<file path="src/fetch_pkg.sv">
package fetch_pkg;

  // datapath widths
  localparam int XLEN   = 64;
  localparam int INST_W = 32;
  localparam int STRB_W = XLEN / 8;

  // transaction ids carried on the bus
  localparam int ID_W = 4;
  localparam logic [ID_W-1:0] ID_FETCH = 4'd1;
  localparam logic [ID_W-1:0] ID_DATA  = 4'd2;

  // first fetch address out of reset
  localparam logic [XLEN-1:0] RESET_PC = 64'h0000_0000_8000_0000;

  // addi x0,x0,0
  localparam logic [INST_W-1:0] NOP_INST = 32'h0000_0013;

  // on-chip memory, 64-bit words
  localparam int MEM_WORDS = 256;
  // word index width, taken from address bit 3 upward
  localparam int MEM_IDX_W = $clog2(MEM_WORDS);

  // cycles from address accept to response valid
  localparam int MEM_LATENCY = 2;
  // width of the slave's latency counter
  localparam int LAT_W = $clog2(MEM_LATENCY + 1);

endpackage
</file>
<file path="src/pc_ctrl.sv">
`timescale 1ns/1ns

module pc_ctrl import fetch_pkg::*; (
  input  logic              clk,
  input  logic              rst_n,
  input  logic              redirect_i,
  input  logic [XLEN-1:0]   redirect_pc_i,
  input  logic              stall_i,
  output logic              fetch_req_o,
  output logic [XLEN-1:0]   fetch_addr_o,
  input  logic              fetch_done_i,
  input  logic [XLEN-1:0]   fetch_data_i,
  output logic [INST_W-1:0] inst_o,
  output logic [XLEN-1:0]   inst_pc_o,
  output logic              inst_valid_o
);

  logic [XLEN-1:0]   pc;
  logic              in_flight;
  logic              stale;
  logic              keep;
  logic              inst_valid_q;
  logic [INST_W-1:0] inst_q;
  logic [XLEN-1:0]   inst_pc_q;

  // one fetch outstanding at most, none while stalled
  assign fetch_req_o  = ~in_flight & ~stall_i;
  // a redirect in the request cycle steers the request itself
  assign fetch_addr_o = redirect_i ? redirect_pc_i : pc;

  // completion counts only if no redirect overtook it
  assign keep = fetch_done_i & ~stale & ~redirect_i;

  always_ff @(posedge clk or negedge rst_n) begin
    if (!rst_n) begin
      pc           <= RESET_PC;
      in_flight    <= 1'b0;
      stale        <= 1'b0;
      inst_valid_q <= 1'b0;
    end else begin
      // redirect replaces the pc, else step past a good fetch
      if (redirect_i) begin
        pc <= redirect_pc_i;
      end else if (keep) begin
        pc <= pc + XLEN'(4);
      end

      if (fetch_req_o) begin
        in_flight <= 1'b1;
      end else if (fetch_done_i) begin
        in_flight <= 1'b0;
      end

      // stale marks a fetch whose address is no longer wanted
      if (fetch_done_i) begin
        stale <= 1'b0;
      end else if (redirect_i && in_flight) begin
        stale <= 1'b1;
      end

      // valid pulse one cycle after the bus done
      inst_valid_q <= keep;
    end
  end

  // pc still names the completing fetch when keep is set
  always_ff @(posedge clk) begin
    if (keep) begin
      // pc bit 2 picks the upper or lower half of the word
      inst_q    <= pc[2] ? fetch_data_i[INST_W +: INST_W] : fetch_data_i[0 +: INST_W];
      inst_pc_q <= pc;
    end
  end

  // nop whenever nothing valid is on the output
  assign inst_o       = inst_valid_q ? inst_q : NOP_INST;
  assign inst_pc_o    = inst_pc_q;
  assign inst_valid_o = inst_valid_q;

  // arbiter only reports a fetch done for our outstanding request
  a_done_in_flight: assert property (@(posedge clk) disable iff (!rst_n)
    fetch_done_i |-> in_flight);

endmodule

</file>
<file path="config.mk">
export PLATFORM = sky130hd
export DESIGN_NAME = pc_ctrl
export DESIGN_NICKNAME = d
export VERILOG_FILES = /design/src/fetch_pkg.sv /design/src/pc_ctrl.sv
export SDC_FILE = /design/constraint.sdc
export NUM_CORES = 1
export LEC_CHECK = 0
export BUFFER_PORTS_ARGS = -buffer_cell sky130_fd_sc_hd__buf_2
export CAP_MARGIN = 15
export CORE_ASPECT_RATIO = 1.1
export CORE_MARGIN = 4
export CORE_UTILIZATION = 49
export DETAILED_ROUTE_END_ITERATION = 16
export PLACE_DENSITY = 0.88
export SKIP_LAST_GASP = 1
export SYNTH_ARGS = -nofsm -noshare
export SYNTH_HDL_FRONTEND = slang
export SYNTH_SLANG_ARGS = --single-unit
</file>
<file path="constraint.sdc">
create_clock -name clk -period 6.95 [get_ports clk]
set_input_delay 0.695 -clock clk [delete_from_list [all_inputs] [get_ports clk]]
set_output_delay 0.695 -clock clk [all_outputs]
set_load 0.05 [all_outputs]
</file>
# Word level (Yosys, flattened, before mapping)
# Cells that the tools add are included.
dict set report word_totals {
  inputBits 133
  register_bits 163
  word_cells 27
  out_inout_bits 162
}
dict set report op_classes {
  n_mux 9
  n_reduce_logical 4
  bitwise_logic 7
  add_sub_neg 1
}
# cell n
set op_table {}
lappend op_table {{2-to-1 mux 64 bit} 3}
lappend op_table {{adder 64 x 3 -> 64 bit, second input constant} 1}
lappend op_table {{2-to-1 mux 32 bit} 2}
lappend op_table {{nonzero test 2 bit} 3}
lappend op_table {{2-to-1 mux 1 bit} 4}
lappend op_table {{NOT 1 bit} 4}
lappend op_table {{bitwise AND 1 bit} 3}
lappend op_table {{logical AND 1 bit} 1}

# Logic depth before layout (Yosys ltp)
# Gate-level depths: netlist (run 1).
dict set report logic_depth {
  ltp_word 5
  mapped_depth 7
  depth_no_buf 6
}

# Worst setup path before layout (run 1)
# Ideal clock, no wire load.
dict set report synth_timing {
  path_type {input -> register}
  from {input port fetch_done_i}
  to {register inst_pc_q[0], in the netlist inst_pc_o[0] (enable)}
  required_time_ps 6482
  setup_ps 468
  path_slack_ps 3305
  n_path_buf 0
  t_arrival_ps 3176
  cell_stages 2
  cell_sequence {nor2b_1 and2_1}
}
dict set report synth_between {
  elab_chain_cells 2
}
# item line_no
set synth_rtl {}
lappend synth_rtl {{from (decl)} pc_ctrl.sv:11} ;# input logic fetch_done_i,
lappend synth_rtl {{bitwise AND 1 bit (2 in a row)} pc_ctrl.sv:32} ;# assign keep = fetch_done_i & ~stale & ~redirect_i;
lappend synth_rtl {{via keep} pc_ctrl.sv:21} ;# logic keep;
lappend synth_rtl {{to (signal assigned)} pc_ctrl.sv:71} ;# inst_pc_q <= pc;
lappend synth_rtl {{to (decl)} pc_ctrl.sv:24} ;# logic [XLEN-1:0] inst_pc_q;
# The timed path passes the listed nets, and every way through them passes these cells.
# A chain may end at the register's enable or synchronous reset.

# Worst setup path in the final report (run 1)
dict set report layout_timing {
  from {input port redirect_i}
  to {output port fetch_addr_o[60]}
}
dict set report layout_between {
  elab_chain_cells 1
}
# item line_no
set layout_rtl {}
lappend layout_rtl {{from (decl)} pc_ctrl.sv:6} ;# input logic redirect_i,
lappend layout_rtl {{2-to-1 mux 64 bit} pc_ctrl.sv:29} ;# assign fetch_addr_o = redirect_i ? redirect_pc_i : pc;
lappend layout_rtl {{to (decl)} pc_ctrl.sv:10} ;# output logic [XLEN-1:0] fetch_addr_o,
# No other way between the ends.

==> flow_summary.yaml, run 1 <==
cts:
  clock_sinks: 163
  ctsResizeCount: 0
  cts_max_level: 4
  cts_hold_buffers: 0
  clkLatencyLatePin_ns: 0.43
  cts.clk_slew.worst_paths_ns: 0.06
  cts_root_buf: "clkbuf_16"
  clockBufferDepth: 2
  postCtsSetupBuffers: 0
  cts_tree: "done"
  cts_inserted_buffers: 17
placed_design:
  port_buffers: 294
  dp.final_hpwl_um: 16900
  placed_cells: 1197
  place_congestion: 0.8808
  postPlaceCellArea_sq_um: 9582
  pre_cts_ws_ns: 3.538
drt:
  drc: 0
  ant_nets: 0
  viasPerCell: 5.593
  drt_iter0_markers: 554
  wirelength_um: 22740
  vias: 6880
  wl_per_cell_um: 18.48
  firstDrtPassIters: 7
worst_setup_path:
  worstSetupPathType: "in2out"
  cp_common_cell: "nand2_1"
  crit_chain: "buf_4 > clkinv_1 > nand2_1 > nand2_1 > buf_2"
  start_kind: "primary input"
  cp.required_ns: 6.25
  worst-path-buf-inv: 3
  crit_fanout: 80
  reg2reg_slack_ns: 3.88
  cp_slowest_stage_delay_ns: 0.75
  cp-end-kind: "primary output"
  worst_ep_arrival_time_ns: 2.72
  crit_family: "buffers and inverters"
  cp.depth: 5
  worst_r2r_path_depth: 5
  crit_slowest_cell: "clkinv_1"
synth:
  synth_mux_area_frac: 0.06869
  synth_top_area_share: 0.3622
  yosys_warnings: 0
  synth_area_leaders: "edfxtp_1 36%, dfrtp_1 21%, mux2_2 6.4%"
  yosysMostFrequentCell: "edfxtp_1"
  synth_seq_cells: 163
  syn-instance-count: 734
  synth_top_family_by_area: "simple AND/OR/NAND/NOR gates"
  synth-simple-area-share: 0.1874
  synth_fa_ha_area_frac: 0.001572
  synth_xor_area_frac: 0.04621
  synth_edf_count: 96
  synth_ff_type: "edfxtp_1"
  yosysUniqueCellTypes: 46
  synthTopCellsByCount: "96 x edfxtp_1, 93 x o21ai_0, 80 x nand2_1, 66 x dfrtp_1"
  synth_area_leader_cell: "edfxtp_1"
  synthArstFlopShare: 0.4110
  syn_nets: 868
  synthesis.area_sq_um: 7960
  synth_compound_area_frac: 0.08519
  yosysSeqAreaShare: 0.5729
  syn-mean-instance-area_sq_um: 10.84
finish:
  area_growth_pct: 27.46
  stdcell_count: 1230
  layout-drive-gt1-share: 0.3683
  fin_area_sq_um: 10150
  nets: 1150
timing:
  period_minus_slack_ns: 3.417
  worst_pin_slew_ns: 0.9589
  fmax_ghz: 0.2927
  timing.final.ws_setup_ns: 3.533
  slew_violations: 0
  skew_ns: 0.01483
  setup_viol: 0
  hold_viol: 0
  tns_ns: 0
  rsz0062_at_grt: "no"
  hold_slack_ns: 0.3722
  period_share: 0.4916
  relSlewSlack: 0.3558
global_routing:
  overflow: 0
  antenna_found_initial: 1
  grt_pass1_vias: 6791
  grt.total_usage: 0.2446
  grt_max_degree: 100
  grt_pass1_wl_um: 34850
job:
  drv_cap: 0
power_and_ir_drop:
  cellPowerDensity_nw_per_um2: 257.6
  p_leak_nw: 4.322
  ir_drop_uv: 151.0
floorplan:
  num_rows: 48
  die_w_um: 129.5
  start_util: 0.5040
  coreArea_sq_um: 15800
  io_pins: 295
  die_h_um: 141.7
  dieArea_sq_um: 18350
status:
  outcome: "complete, no violations"
worst_hold_path:
  hold_class: "in2async"
## final cells by class
type	instances	area [sq um]
well taps	200	250.2
inverters	46	172.7
fillers	1249	5649
multi-input cells	491	3099
clock buffers	20	456.7
diodes	1	2.502
clock inverters	12	105.1
repair buffers	297	1499
flip-flops and latches	163	4561
## per-layer routing
metal  wire length, um  vias to the layer above  global-route usage
met4               663                        0             0.08807
li1                  -                     3239                   -
met1              8403                     3197              0.2876
met5                 0                        -                   0
met3              2081                       55             0.06024
met2             11590                      389              0.4331
## where the power goes
part           internal, mW  switching (mW)
registers              1.11          0.0689
clock network         0.510           0.372
logic                 0.158           0.390
## stage by stage
| stage | total power, mW | utilization |
|---|---|---|
| floorplan | 1.582 | - |
| global placement | 1.736 | 0.6066 |
| detailed placement | 1.748 | 0.6066 |
| CTS | 2.632 | 0.6422 |
| global route | 2.717 | 0.6423 |
| finish | 2.614 | 0.6423 |
## worst paths after layout
check	end	start
max	fetch_addr_o[60]	redirect_i
max in group asynchronous	inst_valid_o	rst_n
min	pc[22]	rst_n
min reg2reg	inst_pc_o[63]	pc[63]
min in group clk	in_flight	stall_i
max reg2reg	pc[57]	pc[7]
## registers in the layout (all words and copies together) (netlist names)
name and flops:
inst_q 32, inst_pc_o 64, pc 64, in_flight 1
inst_valid_o 1, stale 1
## cell families after synthesis
| logic type | count (synthesis) |
|---|---|
| AND/OR/NAND/NOR | 277 |
| flip-flops | 163 |
| AO/OA/AOI/OAI | 122 |
| buffers and inverters | 80 |
| multiplexers | 49 |
| XOR/XNOR | 42 |
| adder cells (fa/ha/maj) | 1 |
## cell usage in the layout, fill, tap and decap left out, drive strengths merged, types with 2 or more instances in the layout
cell and count:
o211ai 2, nand2b 6, clkbuf 20, nand3 22, a21oi 4, or4 6, nand2 80, and3 9
a21o 5, inv 47, buf 297, mux2i 4, a22oi 2, dfrtp 66, nor2b 6, or3 5
nor4bb 2, a31oi 6, o31a 4, edfxtp 96, mux2 45, o31ai 3, nor2 27, nor4 32
clkinvlp 4, and4 9, o21ai 93, nor3 10, clkinv 6, and2 31, nand4 27, xnor2 42
(Power assumes the default switching activity.)
==> run 2: changes to the inputs <==
- clock period: 6.95 -> 3.15 ns (I/O delays scaled with it)
==> flow_summary.yaml, run 2 (same netlist as run 1, synthesis figures left out) <==
status:
  outcome: "complete, no violations"
global_routing:
  grt_max_degree: 116
  antenna_found_initial: 2
  grt_pass1_vias: 6823
  overflow: 0
  grt_pass1_wl_um: 35400
  grt.total_usage: 0.2494
drt:
  drc: 0
  firstDrtPassIters: 5
  ant_nets: 0
  vias: 6847
  wirelength_um: 23130
  viasPerCell: 5.531
  wl_per_cell_um: 18.69
  drt_iter0_markers: 606
worst_setup_path:
  cp-end-kind: "flip-flop"
  worst_ep_arrival_time_ns: 2.91
  worstSetupPathType: "reg2reg"
  crit_family: "simple AND/OR/NAND/NOR gates"
  crit_slowest_cell: "or4_1"
  cp_slowest_stage_delay_ns: 0.71
  start_kind: "flip-flop"
  crit_chain: "nand3_1 > or4_1 > or3_1 > o31a_1 > o31a_1"
  cp.required_ns: 3.45
  crit_fanout: 7
  cp_common_cell: "o31a_1"
  worst-path-buf-inv: 0
floorplan:
  dieArea_sq_um: 18350
  die_w_um: 129.5
  die_h_um: 141.7
  coreArea_sq_um: 15800
  io_pins: 295
  start_util: 0.5040
  num_rows: 48
timing:
  period_minus_slack_ns: 2.602
  worst_pin_slew_ns: 0.9098
  period_share: 0.8260
  slew_violations: 0
  relSlewSlack: 0.3935
  tns_ns: 0
  setup_viol: 0
  fmax_ghz: 0.3844
  rsz0062_at_grt: "no"
  timing.final.ws_setup_ns: 0.5482
  hold_viol: 0
  skew_ns: 0.01037
power_and_ir_drop:
  design_power_total_mw: 5.829
  ir_drop_uv: 296.3
  switchingPower_mw: 1.861
  p_leak_nw: 4.381
  switching_share: 0.3192
  comb_power_share: 0.209
  power_frac_seq: 0.447
  cellPowerDensity_nw_per_um2: 569.8
  power.internal_mw: 3.968
  clkPwrFrac: 0.344
cts:
  cts_inserted_buffers: 17
  cts_hold_buffers: 0
  clockBufferDepth: 2
  cts_tree: "done"
  cts.clk_slew.worst_paths_ns: 0.07
  cts_max_level: 4
  ctsResizeCount: 0
  postCtsSetupBuffers: 0
  clock_sinks: 163
  cts_root_buf: "clkbuf_16"
  clkLatencyLatePin_ns: 0.43
finish:
  layout-drive-gt1-share: 0.3732
  nets: 1158
  mostFrequentLayoutCell: "buf_2"
  final_util: 0.6476
  final_cell_mix: "292 x buf_2, 96 x edfxtp_1, 93 x o21ai_0"
  area_growth_pct: 28.50
placed_design:
  pre_cts_ws_ns: 0.5991
  place_congestion: 0.9095
  port_buffers: 294
  dp.final_hpwl_um: 17260
job:
  drv_cap: 0
worst_hold_path:
  hold_class: "in2async"
run 2: stage by stage:
step,cells,area [sq um],hold WS [ns]
floorplan,734,7961,0.01941
global placement,1205,9654,0.4500
detailed placement,1205,9654,0.4586
CTS,1237,10230,0.03508
global route,1238,10230,0.06994
finish,1238,10230,0.02449
run 2: layout make-up:
cell class	instances	area, sq um
Fill cell	1231	5567
Sequential cell	163	4561
Tap cell	200	250.2
Inverter	46	172.7
Clock buffer	22	474.2
Clock inverter	10	97.59
Timing Repair Buffer	305	1572
Multi-Input combinational cell	491	3099
Antenna cell	1	2.502
run 2: path summary, 6_finish.rpt:
check / slack, ns / cells past startpoint / from / endpoint
max: 0.55 / 5 / pc[15] / pc[53]
max reg2reg: 0.55 / 5 / pc[15] / pc[53]
min in group clk: 0.07 / 2 / stall_i / in_flight
max in group asynchronous: 2.54 / 1 / rst_n / pc[56]
min reg2reg: 0.47 / 0 / pc[0] / inst_pc_o[0]
min: 0.02 / 1 / rst_n / pc[23]
run 2: layer usage:
layer	part of all wire	vias up	GRT usage
met5	0.00035	-	0
met1	0.37	3191	0.2999
met3	0.093	48	0.05309
met2	0.51	359	0.4375
li1	-	3247	-
met4	0.025	2	0.09573
run 2: power groups by stage:
stage | sequential [mW] | clock [mW] | combinational, mW
after floorplan | 2.75 | 0 | 0.732
after global placement | 2.64 | 0 | 1.20
after detailed placement | 2.65 | 0 | 1.22
after CTS | 2.60 | 2.03 | 1.22
after global routing | 2.63 | 2.13 | 1.30
final | 2.61 | 2.01 | 1.22
