--- src/fetch_pkg.sv ---
package fetch_pkg;

  // datapath widths
  localparam int XLEN   = 64;
  localparam int INST_W = 32;
  localparam int STRB_W = XLEN / 8;

  // transaction ids carried on the bus
  localparam int ID_W = 4;
  localparam logic [ID_W-1:0] ID_FETCH = 4'd1;
  localparam logic [ID_W-1:0] ID_DATA  = 4'd2;

  // first fetch address out of reset
  localparam logic [XLEN-1:0] RESET_PC = 64'h0000_0000_8000_0000;

  // addi x0,x0,0
  localparam logic [INST_W-1:0] NOP_INST = 32'h0000_0013;

  // on-chip memory, 64-bit words
  localparam int MEM_WORDS = 256;
  // word index width, taken from address bit 3 upward
  localparam int MEM_IDX_W = $clog2(MEM_WORDS);

  // cycles from address accept to response valid
  localparam int MEM_LATENCY = 2;
  // width of the slave's latency counter
  localparam int LAT_W = $clog2(MEM_LATENCY + 1);

endpackage
--- src/req_arbiter.sv ---
`timescale 1ns/1ns

module req_arbiter import fetch_pkg::*; (
  input  logic              clk,
  input  logic              rst_n,
  input  logic              fetch_req_i,
  input  logic [XLEN-1:0]   fetch_addr_i,
  input  logic              mem_req_i,
  input  logic              mem_we_i,
  input  logic [XLEN-1:0]   mem_addr_i,
  input  logic [XLEN-1:0]   mem_wdata_i,
  input  logic [STRB_W-1:0] mem_wstrb_i,
  output logic              start_o,
  output logic [ID_W-1:0]   start_id_o,
  output logic [XLEN-1:0]   start_addr_o,
  output logic              start_we_o,
  output logic [XLEN-1:0]   start_wdata_o,
  output logic [STRB_W-1:0] start_wstrb_o,
  input  logic              done_i,
  input  logic [ID_W-1:0]   done_id_i,
  input  logic [XLEN-1:0]   rdata_i,
  output logic              fetch_done_o,
  output logic [XLEN-1:0]   fetch_data_o,
  output logic              mem_done_o,
  output logic [XLEN-1:0]   mem_rdata_o
);

  logic              data_pend;
  logic              data_we;
  logic [XLEN-1:0]   data_addr;
  logic [XLEN-1:0]   data_wdata;
  logic [STRB_W-1:0] data_wstrb;
  logic              fetch_pend;
  logic [XLEN-1:0]   fetch_addr;
  logic              busy;
  logic [ID_W-1:0]   owner_id;
  logic              sel_data;
  logic              fin;

  // data always beats a waiting fetch
  assign sel_data = data_pend;
  assign start_o  = ~busy & (data_pend | fetch_pend);

  assign start_id_o    = sel_data ? ID_DATA : ID_FETCH;
  assign start_addr_o  = sel_data ? data_addr : fetch_addr;
  assign start_we_o    = sel_data & data_we;
  assign start_wdata_o = data_wdata;
  assign start_wstrb_o = data_wstrb;

  // bus is free again once the owner's transaction returns
  assign fin = done_i & (done_id_i == owner_id);

  // route completion by the id that came back
  assign fetch_done_o = done_i & (done_id_i == ID_FETCH);
  assign mem_done_o   = done_i & (done_id_i == ID_DATA);
  assign fetch_data_o = rdata_i;
  assign mem_rdata_o  = rdata_i;

  always_ff @(posedge clk or negedge rst_n) begin
    if (!rst_n) begin
      data_pend  <= 1'b0;
      fetch_pend <= 1'b0;
      busy       <= 1'b0;
      owner_id   <= '0;
    end else begin
      // request strobes are remembered until granted
      if (mem_req_i) begin
        data_pend <= 1'b1;
      end else if (start_o && sel_data) begin
        data_pend <= 1'b0;
      end

      if (fetch_req_i) begin
        fetch_pend <= 1'b1;
      end else if (start_o && !sel_data) begin
        fetch_pend <= 1'b0;
      end

      if (start_o) begin
        busy     <= 1'b1;
        owner_id <= start_id_o;
      end else if (fin) begin
        busy <= 1'b0;
      end
    end
  end

  // request fields, captured with the strobe
  always_ff @(posedge clk) begin
    if (mem_req_i) begin
      data_we    <= mem_we_i;
      data_addr  <= mem_addr_i;
      data_wdata <= mem_wdata_i;
      data_wstrb <= mem_wstrb_i;
    end
    if (fetch_req_i) begin
      fetch_addr <= fetch_addr_i;
    end
  end

  // a done from the master lands only while busy, and on exactly one side
  a_done_one_owner: assert property (@(posedge clk) disable iff (!rst_n)
    done_i |-> busy && (fetch_done_o != mem_done_o));

endmodule

--- config.mk ---
export PLATFORM = sky130hd
export DESIGN_NAME = req_arbiter
export DESIGN_NICKNAME = d
export VERILOG_FILES = /design/src/fetch_pkg.sv /design/src/req_arbiter.sv
export SDC_FILE = /design/constraint.sdc
export NUM_CORES = 1
export LEC_CHECK = 0
export BUFFER_PORTS_ARGS = -buffer_cell sky130_fd_sc_hd__clkbuf_2
export CELL_PAD_IN_SITES_DETAIL_PLACEMENT = 0
export CELL_PAD_IN_SITES_GLOBAL_PLACEMENT = 1
export CORE_AREA = 8 8 205 207
export DETAILED_ROUTE_END_ITERATION = 6
export DIE_AREA = 0 0 213 215
export PLACE_DENSITY_LB_ADDON = 0.12
export SETUP_SLACK_MARGIN = 0.2
export SYNTH_ARGS = -nofsm -noshare
export SYNTH_HDL_FRONTEND = slang
export SYNTH_SLANG_ARGS = --single-unit
--- constraint.sdc ---
create_clock -name clk -period 1.84 [get_ports clk]
set_clock_uncertainty 0.2 [all_clocks]
set_input_delay 0.276 -clock clk [delete_from_list [all_inputs] [get_ports clk]]
set_output_delay 0.276 -clock clk [all_outputs]
set_load 0.02 [all_outputs]
Word level (Yosys, flattened, before mapping). Index checks and enable logic that the tools add are counted.

Output and inout port bits: 272. Word-level logic and storage cells: 33. Input port bits: 274. Register bits: 208.

Multiplexer cells: 8. Equal/unequal tests: 3. Bitwise operators: 7. Reductions and logical operators: 6.

Operators by type and width (count): two-way mux 64 bit (1); two-way mux 1 bit (6); nonzero test 2 bit (3); bitwise AND 1 bit (5); == test 4 x 1 -> 1 bit, second input constant (1); == test 4 x 2 -> 1 bit, second input constant (1); == test 4 bit (1); logical AND 1 bit (2); two-way mux 2 bit (1); zero test 1 bit (1); NOT 1 bit (1); OR 1 bit (1).

Logic depth before layout (Yosys ltp). Gate-level depths: netlist of the first run.

Word-level depth: 5. Mapped depth: 5.

Worst setup path before layout of the first run. Ideal clock, no wire load.

Path kind: reg2out. From: register data_pend. To: output port start_addr_o[55]. Stages on the path, launching flop included: 5. Setup slack: 278 ps. Data required time: 1364 ps. Buffers on the path: 3. Data arrival time: 1086 ps. Path through: dfrtp_1 -> buf_6 -> buf_6 -> buf_6 -> mux2_4.

Longest elaborated chain between the ends: 1.

RTL lines: start: declaration (RTL line req_arbiter.sv:28) `logic data_pend;`; start signal: assignment (RTL line req_arbiter.sv:61) `data_pend <= 1'b0;`; start signal: assignment (RTL line req_arbiter.sv:68) `data_pend <= 1'b1;`; start signal: assignment (RTL line req_arbiter.sv:70) `data_pend <= 1'b0;`; two-way mux 64 bit (RTL line req_arbiter.sv:45) `assign start_addr_o = sel_data ? data_addr : fetch_addr;`; end: declaration (RTL line req_arbiter.sv:15) `output logic [XLEN-1:0] start_addr_o,`.

Every way passes these cells.

Final worst setup path of the first run.
From: register data_pend. To: output port start_addr_o[27].

The elaborated chain is that of the path after synthesis.

==> flow_metrics.py, run 1 <==
metrics = {
    "finish": {
        "drive_gt1_frac": 0.521,
        "utilization": 0.337,
        "fillers": 3846,
        "fin_area_um2": 13100,
        "finalNetCount": 1175,
        "syn_to_final_growth_pct": 62.8,
    },
    "status": {
        "status": "finished, violations left",
        "violations": "negative setup slack",
    },
    "global_routing": {
        "grt_pass1_wl_um": 42700,
        "grt_pass1_vias": 6550,
        "grt_overflow": 0,
        "antenna_found_initial": 4,
        "grt_max_degree": 58,
        "grtUsageTotal": 0.125,
    },
    "die": {
        "die-width_um": 213,
        "io_pins": 546,
        "core.rowCount": 73,
        "die_h_um": 215,
        "initial_core_util": 0.207,
        "fp.coreArea_um2": 39000,
        "die_area_um2": 45800,
    },
    "setup_path": {
        "crit_path_max_incr_delay_ns": 0.50,
        "slowest_stage": "dfrtp_4",
        "worstPathCellList": "buf_12 -> buf_16 -> mux2_2 -> clkbuf_2",
        "cp_top_family": "flip-flops",
        "worstPathRequired_ns": 1.36,
        "path_buf_inv": 3,
        "critPathCaptureType": "output pin",
        "crit_type": "reg -> out",
        "cp_max_fo": 11,
        "worst-endpoint-arrival_ns": 1.84,
        "critPathLaunchType": "register",
    },
    "placement": {
        "dpl_cell_area_um2": 9610,
        "gp_congestion": 0.777,
        "dp_slack_ns": 0.109,
        "portBuffers": 351,
        "dp_hpwl_um": 22700,
    },
    "min_path": {
        "holdCritPathClass": "in -> reg",
    },
    "synthesis": {
        "yosys_warnings": 0,
        "syn_area_um2": 8070,
        "synth_seq_cells": 206,
        "avgSynthCellArea_um2": 18.8,
        "synthCells": 430,
        "synth_top_cell_by_area": "edfxtp_1",
        "ys_types": 20,
        "yosys.area.top_type_share": 0.748,
        "synth-seq-area-share": 0.764,
        "synthTopCellsByArea": "edfxtp_1, buf_4, mux2_2, dfrtp_1, mux2_4",
    },
    "cts": {
        "cts_tree": "built",
        "numCtsBuffers": 27,
        "htreeDepth": 1,
        "path_clk_slew_ns": 0.06,
        "clock_latency_ns": 0.55,
        "cts_root_buf": "clkbuf_16",
        "cts_max_path_buffers": 3,
        "cts_sinks": 206,
    },
    "detailed_routing": {
        "drc": 0,
        "drtIter0Drc": 164,
        "routed_wl_um": 30400,
        "ant_nets": 0,
        "dr_total_vias": 5384,
        "wl_per_cell_um": 21.0,
        "via_per_inst": 3.72,
        "drtPass1Iterations": 6,
    },
    "timing": {
        "grt_setup_unrepaired": "true",
        "min_period_over_period": 1.26,
        "slew_viol_final": 0,
        "layout_min_cycle_time_ns": 2.32,
        "final_hold_viol_count": 0,
        "fmax_ghz": 0.431,
        "setup_viol": 68,
        "postLayoutSetupSlackWorst_ns": -0.480,
    },
    "pwr": {
        "peakVddDrop_mv": 0.732,
        "p_leak_nw": 5.42,
        "power.density_nw_per_um2": 1100,
        "power.total_mw": 14.4,
    },
    "job": {
        "max_cap_viol_count": 0,
    },
}
## report_power, final
group / internal [mW] / leakage, nW / switching [mW]
clock network: 2.99 / 0.409 / 2.04
registers: 5.61 / 2.02 / 0.151
logic: 1.91 / 2.99 / 1.73
## state kept, by name, summed over array words and instances, names as in the netlist
register / count
busy: 1
start_wdata_o: 64
data_we: 1
owner_id: 2
data_pend: 1
fetch_addr: 64
fetch_pend: 1
start_wstrb_o: 8
data_addr: 64
## layer usage
layer / share of wire / global-route usage / wire length [µm] / vias to the layer above
met5: 0 / 0.00111 / 0 / -
met1: 0.34 / 0.123 / 10300 / 2572
met4: 0.045 / 0.0591 / 1370 / 0
li1: - / - / - / 2399
met3: 0.12 / 0.0626 / 3560 / 104
met2: 0.50 / 0.217 / 15200 / 309
## Yosys cell counts, drive strengths merged
| cell type | instances |
|---|---|
| nor2 | 1 |
| o21bai | 1 |
| o22a | 1 |
| a21o | 1 |
| and2 | 1 |
| nor3b | 2 |
| nand3 | 1 |
| edfxtp | 201 |
| buf | 139 |
| dfrtp | 5 |
| nand2b | 1 |
| inv | 2 |
| nand2 | 4 |
| xnor2 | 2 |
| mux2 | 64 |
| conb | 1 |
| o21ai | 3 |
## worst reg2reg max path: cells and delay by family (launching register included)
kind,cells,cell delay [ns]
buffers and inverters,4,0.52
and+or+nand+nor,1,0.06
AOI/OAI and AO/OA,2,0.32
DFF,1,0.50
## what timing repair did
action,in CTS,in global routing
endpoints found under the setup margin,70,86
hold endpoints to repair,237,0
gates cloned,0,6
resized for setup,18,186
setup buffers,0,5
hold buffers,209,0
pin swaps,0,3
## per-stage QoR
stage	instances	TNS [ns]	hold slack, ns
5_1_grt	1448	-33.90	0.198
3_5_place_dp	1177	0	-0.0897
4_1_cts	1434	-32.66	0.190
2_1_floorplan	431	0	-0.220
6_report	1448	-28.76	0.239
3_3_place_gp	1177	0	-0.0903
## final timing paths
| kind | cells after the start | startpoint | slack, ns | to |
|---|---|---|---|---|
| max | 4 | data_pend | -0.48 | start_addr_o[27] |
| min | 2 | fetch_addr_i[54] | 0.24 | fetch_addr[54] |
| max reg2reg | 7 | data_pend | 0.12 | busy |
| min reg2reg | 2 | owner_id[1] | 0.30 | owner_id[1] |
| max in group asynchronous | 3 | rst_n | 0.71 | data_pend |
| min in group asynchronous | 3 | rst_n | 0.50 | fetch_pend |
## cell families after synthesis
logic type,share of synthesized area
buffers and inverters,0.130
flip-flops,0.764
AO/OA/AOI/OAI,0.00527
other,0.000465
multiplexers,0.0921
XOR/XNOR,0.00217
AND/OR/NAND/NOR,0.00636
## final cells by class
type / count / area (µm²) / area share
clock inverter: 13 / 133 / 0.0101
timing repair buffer: 580 / 4570 / 0.348
clock buffer: 35 / 706 / 0.0537
inverter: 2 / 10.0 / 0.000762
tap: 525 / 657 / 0.0500
antenna: 3 / 7.51 / 0.000571
multi-input combinational: 84 / 886 / 0.0674
sequential: 206 / 6160 / 0.469
## cell usage in the layout, fill, tap and decap left out, types with 2 or more instances in the layout
cell,count
clkbuf_2,272
dlygate4sd3_1,209
edfxtp_1,201
mux2_2,57
buf_6,44
clkbuf_16,30
buf_2,17
buf_4,16
clkbuf_1,8
buf_12,8
mux2_4,7
clkinv_2,5
buf_8,5
nand2_1,4
dfrtp_1,4
clkbuf_8,4
diode_2,3
o21ai_0,3
clkinv_1,3
xnor2_1,2
conb_1,2
bufinv_16,2
buf_16,2
No activity file was read; power rests on OpenSTA's default activity.
==> run 2: changes to the inputs <==
--- a/config.mk
+++ b/config.mk
@@ -8,7 +8,8 @@
 export BUFFER_PORTS_ARGS = -buffer_cell sky130_fd_sc_hd__clkbuf_2
 export CELL_PAD_IN_SITES_DETAIL_PLACEMENT = 0
 export CELL_PAD_IN_SITES_GLOBAL_PLACEMENT = 1
-export CORE_AREA = 8 8 205 207
+export CORE_AREA = 2 2 211 213
+export CTS_BUF_LIST = sky130_fd_sc_hd__clkbuf_16
 export DETAILED_ROUTE_END_ITERATION = 6
 export DIE_AREA = 0 0 213 215
 export PLACE_DENSITY_LB_ADDON = 0.12
==> run 2 against run 1 <==
Effect of this change: the run still ends with negative setup slack left; global-route usage decreased by 1.1 points; wire length fell by 13%; final cell count is 3.5% higher; sequential power hardly changed; die area unchanged; flip-flop and latch count stayed put; register-to-register slack improved by 0.13 ns; setup slack improved by 0.032 ns; critical path type unchanged; fmax rose by 1.4%.
==> flow_metrics.py, run 2 (synthesis results as in run 1) <==
metrics = {
    "die": {
        "core.rowCount": 77,
        "die_area_um2": 45800,
        "die-width_um": 213,
        "initial_core_util": 0.185,
        "io_pins": 546,
        "fp.coreArea_um2": 43600,
        "die_h_um": 215,
    },
    "timing": {
        "slew_viol_final": 0,
        "setup_viol": 68,
        "final.setup.tns_ns": -26.99,
        "final_hold_viol_count": 0,
        "min_period_over_period": 1.24,
        "layout_min_cycle_time_ns": 2.29,
        "fmax_ghz": 0.437,
        "whs_ns": 0.104,
        "postLayoutSetupSlackWorst_ns": -0.448,
        "grt_setup_unrepaired": "true",
    },
    "detailed_routing": {
        "routed_wl_um": 26500,
        "via_per_inst": 3.48,
        "ant_nets": 0,
        "wl_per_cell_um": 17.7,
        "drc": 0,
        "dr_total_vias": 5221,
        "drtIter0Drc": 166,
        "drtPass1Iterations": 4,
    },
    "setup_path": {
        "critPathCaptureType": "output pin",
        "r2r_start": "data_pend",
        "worstPathRequired_ns": 1.36,
        "worstPathCellList": "buf_12 -> mux2_2 -> clkbuf_2",
        "r2r_slack_ns": 0.25,
        "worst-endpoint-arrival_ns": 1.81,
        "critPathLaunchType": "register",
        "r2r-end": "busy",
        "slowest_stage": "dfrtp_4",
        "reg2reg_depth": 5,
        "cp_max_fo": 34,
        "crit_path_max_incr_delay_ns": 0.46,
        "crit_type": "reg -> out",
    },
    "global_routing": {
        "grtUsageTotal": 0.114,
        "antenna_found_initial": 0,
        "grt_pass1_wl_um": 38600,
        "grt_max_degree": 66,
        "grt_overflow": 0,
        "grt_pass1_vias": 6136,
    },
    "finish": {
        "fillers": 4460,
        "register_area_um2": 6160,
        "final_cells": 1499,
        "utilization": 0.290,
        "mostFrequentLayoutCells": "clkbuf_2, dlygate4sd3_1, edfxtp_1",
        "drive_gt1_frac": 0.510,
        "final_common_cell": "clkbuf_2",
        "finalNetCount": 1163,
        "syn_to_final_growth_pct": 56.8,
        "multiInputGateArea_um2": 870,
        "antenna_cells": 0,
        "fin_area_um2": 12700,
    },
    "pwr": {
        "swShare": 0.272,
        "power.density_nw_per_um2": 1060,
        "p_leak_nw": 5.22,
        "peakVddDrop_mv": 0.742,
        "p_int_mw": 9.78,
        "combPwrFrac": 0.222,
        "power_frac_clock": 0.350,
        "p_switching_mw": 3.66,
        "power.total_mw": 13.4,
        "power_frac_seq": 0.428,
    },
    "cts": {
        "cts_max_path_buffers": 3,
        "htreeDepth": 1,
        "cts_tree": "built",
        "cts_sinks": 206,
        "cts_root_buf": "clkbuf_16",
        "clock_latency_ns": 0.53,
        "path_clk_slew_ns": 0.06,
        "numCtsBuffers": 27,
    },
    "status": {
        "violations": "negative setup slack",
        "status": "finished, violations left",
    },
    "min_path": {
        "min_to": "fetch_addr[17]",
        "holdCritPathClass": "in -> reg",
        "min_path_cells": 2,
        "hp-start": "fetch_req_i",
    },
    "placement": {
        "dpl_cell_area_um2": 9680,
        "gp_congestion": 0.730,
        "dp_hpwl_um": 19800,
        "placed_cells": 1243,
        "portBuffers": 351,
        "dp_slack_ns": 0.106,
    },
    "job": {
        "max_cap_viol_count": 0,
    },
}
==> run 2: worst max-delay path, delay by kind of cell (launching register included) <==
| family | cells | cell delay, ns |
|---|---|---|
| buffers and inverters | 2 | 0.38 |
| flip-flops | 1 | 0.46 |
| multiplexers | 1 | 0.39 |
==> run 2: per-layer routing <==
metal | up-vias | share of wire | GRT usage
li1 | 2369 | - | -
met1 | 2442 | 0.34 | 0.113
met2 | 298 | 0.50 | 0.200
met3 | 112 | 0.11 | 0.0487
met4 | 0 | 0.049 | 0.0613
met5 | - | 0 | 0
==> run 2: how the worst max path moves through the flow <==
stage / start / to / cells past startpoint
floorplan: data_pend / start_addr_o[55] / 4
global placement: data_pend / start_addr_o[9] / 3
detailed placement: data_pend / start_addr_o[9] / 3
CTS: data_pend / start_addr_o[9] / 3
global route: data_pend / start_addr_o[22] / 3
finish: data_pend / start_addr_o[22] / 3
==> run 2: area by class of cell <==
type,instances,area share
tap,592,0.0585
sequential,206,0.487
timing repair buffer,568,0.323
clock inverter,20,0.00880
clock buffer,27,0.0534
inverter,2,0.000593
multi-input combinational,84,0.0687
==> run 2: power groups by stage <==
stage	clock, mW	combinational, mW	sequential (mW)
2_1_floorplan	0	1.68	5.96
3_3_place_gp	0	2.55	5.85
3_5_place_dp	0	2.57	5.84
4_1_cts	4.93	3.04	5.76
5_1_grt	5.12	3.20	5.80
6_report	4.71	2.99	5.75
==> run 2: what timing repair did <==
action / 4_1_cts / 5_1_grt
hold buffers: 208 / 0
setup buffers: 0 / 1
pin swaps: 0 / 0
endpoints found under the hold margin: 226 / 0
cloned: 0 / 0
setup endpoints to repair: 68 / 70
resized for setup: 19 / 27
==> run 3: changes to the inputs <==
--- a/config.mk
+++ b/config.mk
@@ -8,10 +8,10 @@
 export BUFFER_PORTS_ARGS = -buffer_cell sky130_fd_sc_hd__clkbuf_2
 export CELL_PAD_IN_SITES_DETAIL_PLACEMENT = 0
 export CELL_PAD_IN_SITES_GLOBAL_PLACEMENT = 1
-export CORE_AREA = 2 2 211 213
-export CTS_BUF_LIST = sky130_fd_sc_hd__clkbuf_16
+export CORE_AREA = 2 2 214 216
+export CTS_BUF_LIST = sky130_fd_sc_hd__clkbuf_8
 export DETAILED_ROUTE_END_ITERATION = 6
-export DIE_AREA = 0 0 213 215
+export DIE_AREA = 0 0 216 218
 export PLACE_DENSITY_LB_ADDON = 0.12
 export SETUP_SLACK_MARGIN = 0.2
 export SYNTH_ARGS = -nofsm -noshare
==> run 3 against run 2 <==
Effect of this change: combinational power grew 22%; clock power grew 4%; largest cell class unchanged; non-clock buffer count grew 15; global-route usage grew 0.23 points; fmax shrank 0.50%; highest routed layer unchanged; flip-flop and latch count is the same; the flow still finishes with violations (negative setup slack); utilization grew 1.7 points; critical path depth grew 1; first-iteration DRC count grew 11%; register-to-register slack gained 0.05 ns.
==> flow_metrics.py, run 3 (synthesis results as in run 1) <==
metrics = {
    "cts": {
        "htreeDepth": 2,
        "path_clk_slew_ns": 0.05,
        "clock_latency_ns": 0.56,
        "numCtsBuffers": 42,
        "cts_root_buf": "clkbuf_8",
        "cts_max_path_buffers": 3,
        "cts_tree": "built",
        "cts_sinks": 206,
    },
    "finish": {
        "syn_to_final_growth_pct": 70.8,
        "drive_gt1_frac": 0.523,
        "register_area_um2": 6160,
        "utilization": 0.307,
        "mostFrequentLayoutCells": "clkbuf_2, dlygate4sd3_1, edfxtp_1",
        "finalNetCount": 1193,
        "fillers": 4546,
        "antenna_cells": 0,
        "final_common_cell": "clkbuf_2",
        "multiInputGateArea_um2": 876,
        "fin_area_um2": 13800,
    },
    "global_routing": {
        "antenna_found_initial": 0,
        "grtUsageTotal": 0.117,
        "grt_overflow": 0,
        "grt_pass1_wl_um": 40000,
        "grt_pass1_vias": 6393,
        "grt_max_degree": 37,
    },
    "timing": {
        "layout_min_cycle_time_ns": 2.30,
        "final.setup.tns_ns": -28.09,
        "postLayoutSetupSlackWorst_ns": -0.459,
        "setup_viol": 68,
        "whs_ns": 0.176,
        "final_hold_viol_count": 0,
        "min_period_over_period": 1.25,
        "fmax_ghz": 0.435,
        "slew_viol_final": 0,
        "grt_setup_unrepaired": "true",
    },
    "placement": {
        "portBuffers": 351,
        "dp_slack_ns": -0.0257,
        "dp_hpwl_um": 20500,
        "gp_congestion": 0.767,
        "dpl_cell_area_um2": 9790,
    },
    "setup_path": {
        "critPathCaptureType": "output pin",
        "critPathLaunchType": "register",
        "r2r_start": "data_pend",
        "startpoint": "data_pend",
        "reg2reg_depth": 5,
        "cp_max_fo": 8,
        "r2r_slack_ns": 0.30,
        "worstPathRequired_ns": 1.36,
        "crit_type": "reg -> out",
        "r2r-end": "busy",
        "worst-endpoint-arrival_ns": 1.82,
    },
    "detailed_routing": {
        "wl_per_cell_um": 18.1,
        "drc": 0,
        "dr_total_vias": 5431,
        "ant_nets": 0,
        "drtPass1Iterations": 4,
        "drtIter0Drc": 185,
        "via_per_inst": 3.50,
        "routed_wl_um": 28000,
    },
    "pwr": {
        "power.density_nw_per_um2": 1040,
        "peakVddDrop_mv": 0.760,
        "p_leak_nw": 5.67,
    },
    "status": {
        "status": "finished, violations left",
        "violations": "negative setup slack",
    },
    "die": {
        "core.rowCount": 78,
        "initial_core_util": 0.180,
        "io_pins": 546,
        "die_h_um": 218,
        "die-width_um": 216,
        "die_area_um2": 47100,
        "fp.coreArea_um2": 44900,
    },
    "min_path": {
        "hp-start": "mem_wdata_i[33]",
        "min_path_cells": 2,
        "holdCritPathClass": "in -> reg",
        "min_to": "start_wdata_o[33]",
    },
    "job": {
        "max_cap_viol_count": 0,
    },
}
run 3: cell types whose count changed in the layout (fill, tap and decap cells not counted), sizes merged:
cell and change:
bufinv +3, clkinv +4, buf +72, dlygate4sd3 +1
clkinvlp +2, clkbuf -42, inv +5
run 3: critical path, cell delays in order, from the launching register on:
cell and delay (ns):
dfrtp_4 0.50, buf_12 0.16, buf_12 0.14, mux2_4 0.31
buf_6 0.13
run 3: what timing repair did:
item | in CTS | in global routing
cloned | 0 | 1
hold endpoints to repair | 266 | 1
resized for setup | 164 | 150
buffers inserted | 3 | 2
pin swaps | 0 | 1
hold buffers | 209 | 1
setup endpoints to repair | 140 | 141
run 3: worst max-delay path by stage:
stage	end	slack [ns]	cells past startpoint
6_report	start_addr_o[18]	-0.46	4
5_1_grt	start_addr_o[18]	-0.54	4
4_1_cts	start_addr_o[18]	-0.53	4
3_5_place_dp	start_addr_o[18]	-0.03	3
3_3_place_gp	start_addr_o[39]	-0.004	3
2_1_floorplan	start_addr_o[55]	0.28	4
run 3: layer usage:
layer / global-route usage / routed length (µm) / share of wire / up-vias
li1: - / - / - / 2441
met1: 0.114 / 9520 / 0.34 / 2544
met2: 0.195 / 13600 / 0.48 / 313
met3: 0.0570 / 3380 / 0.12 / 133
met4: 0.0779 / 1560 / 0.056 / 0
met5: 0 / 0 / 0 / -
run 3: cell type report:
class / instances / area share
clock buffers: 43 / 0.0429
clock inverters: 34 / 0.0198
inverters: 2 / 0.000545
multi-input cells: 84 / 0.0636
flip-flops and latches: 206 / 0.447
well taps: 600 / 0.0545
repair buffers: 583 / 0.371
run 3: report_power, final:
| group | switching [mW] | internal (mW) | leakage [nW] | total [mW] |
|---|---|---|---|---|
| sequential | 0.174 | 5.61 | 2.02 | 5.78 |
| clock | 2.14 | 2.76 | 0.468 | 4.90 |
| combinational | 1.66 | 1.99 | 3.19 | 3.65 |
| total | 3.98 | 10.4 | 5.67 | 14.3 |
run 3: per-stage QoR:
stage,power (mW),std cells
finish,14.3,1552
global route,15.0,1552
CTS,14.3,1549
detailed placement,8.50,1260
global placement,8.50,1260
floorplan,7.64,431
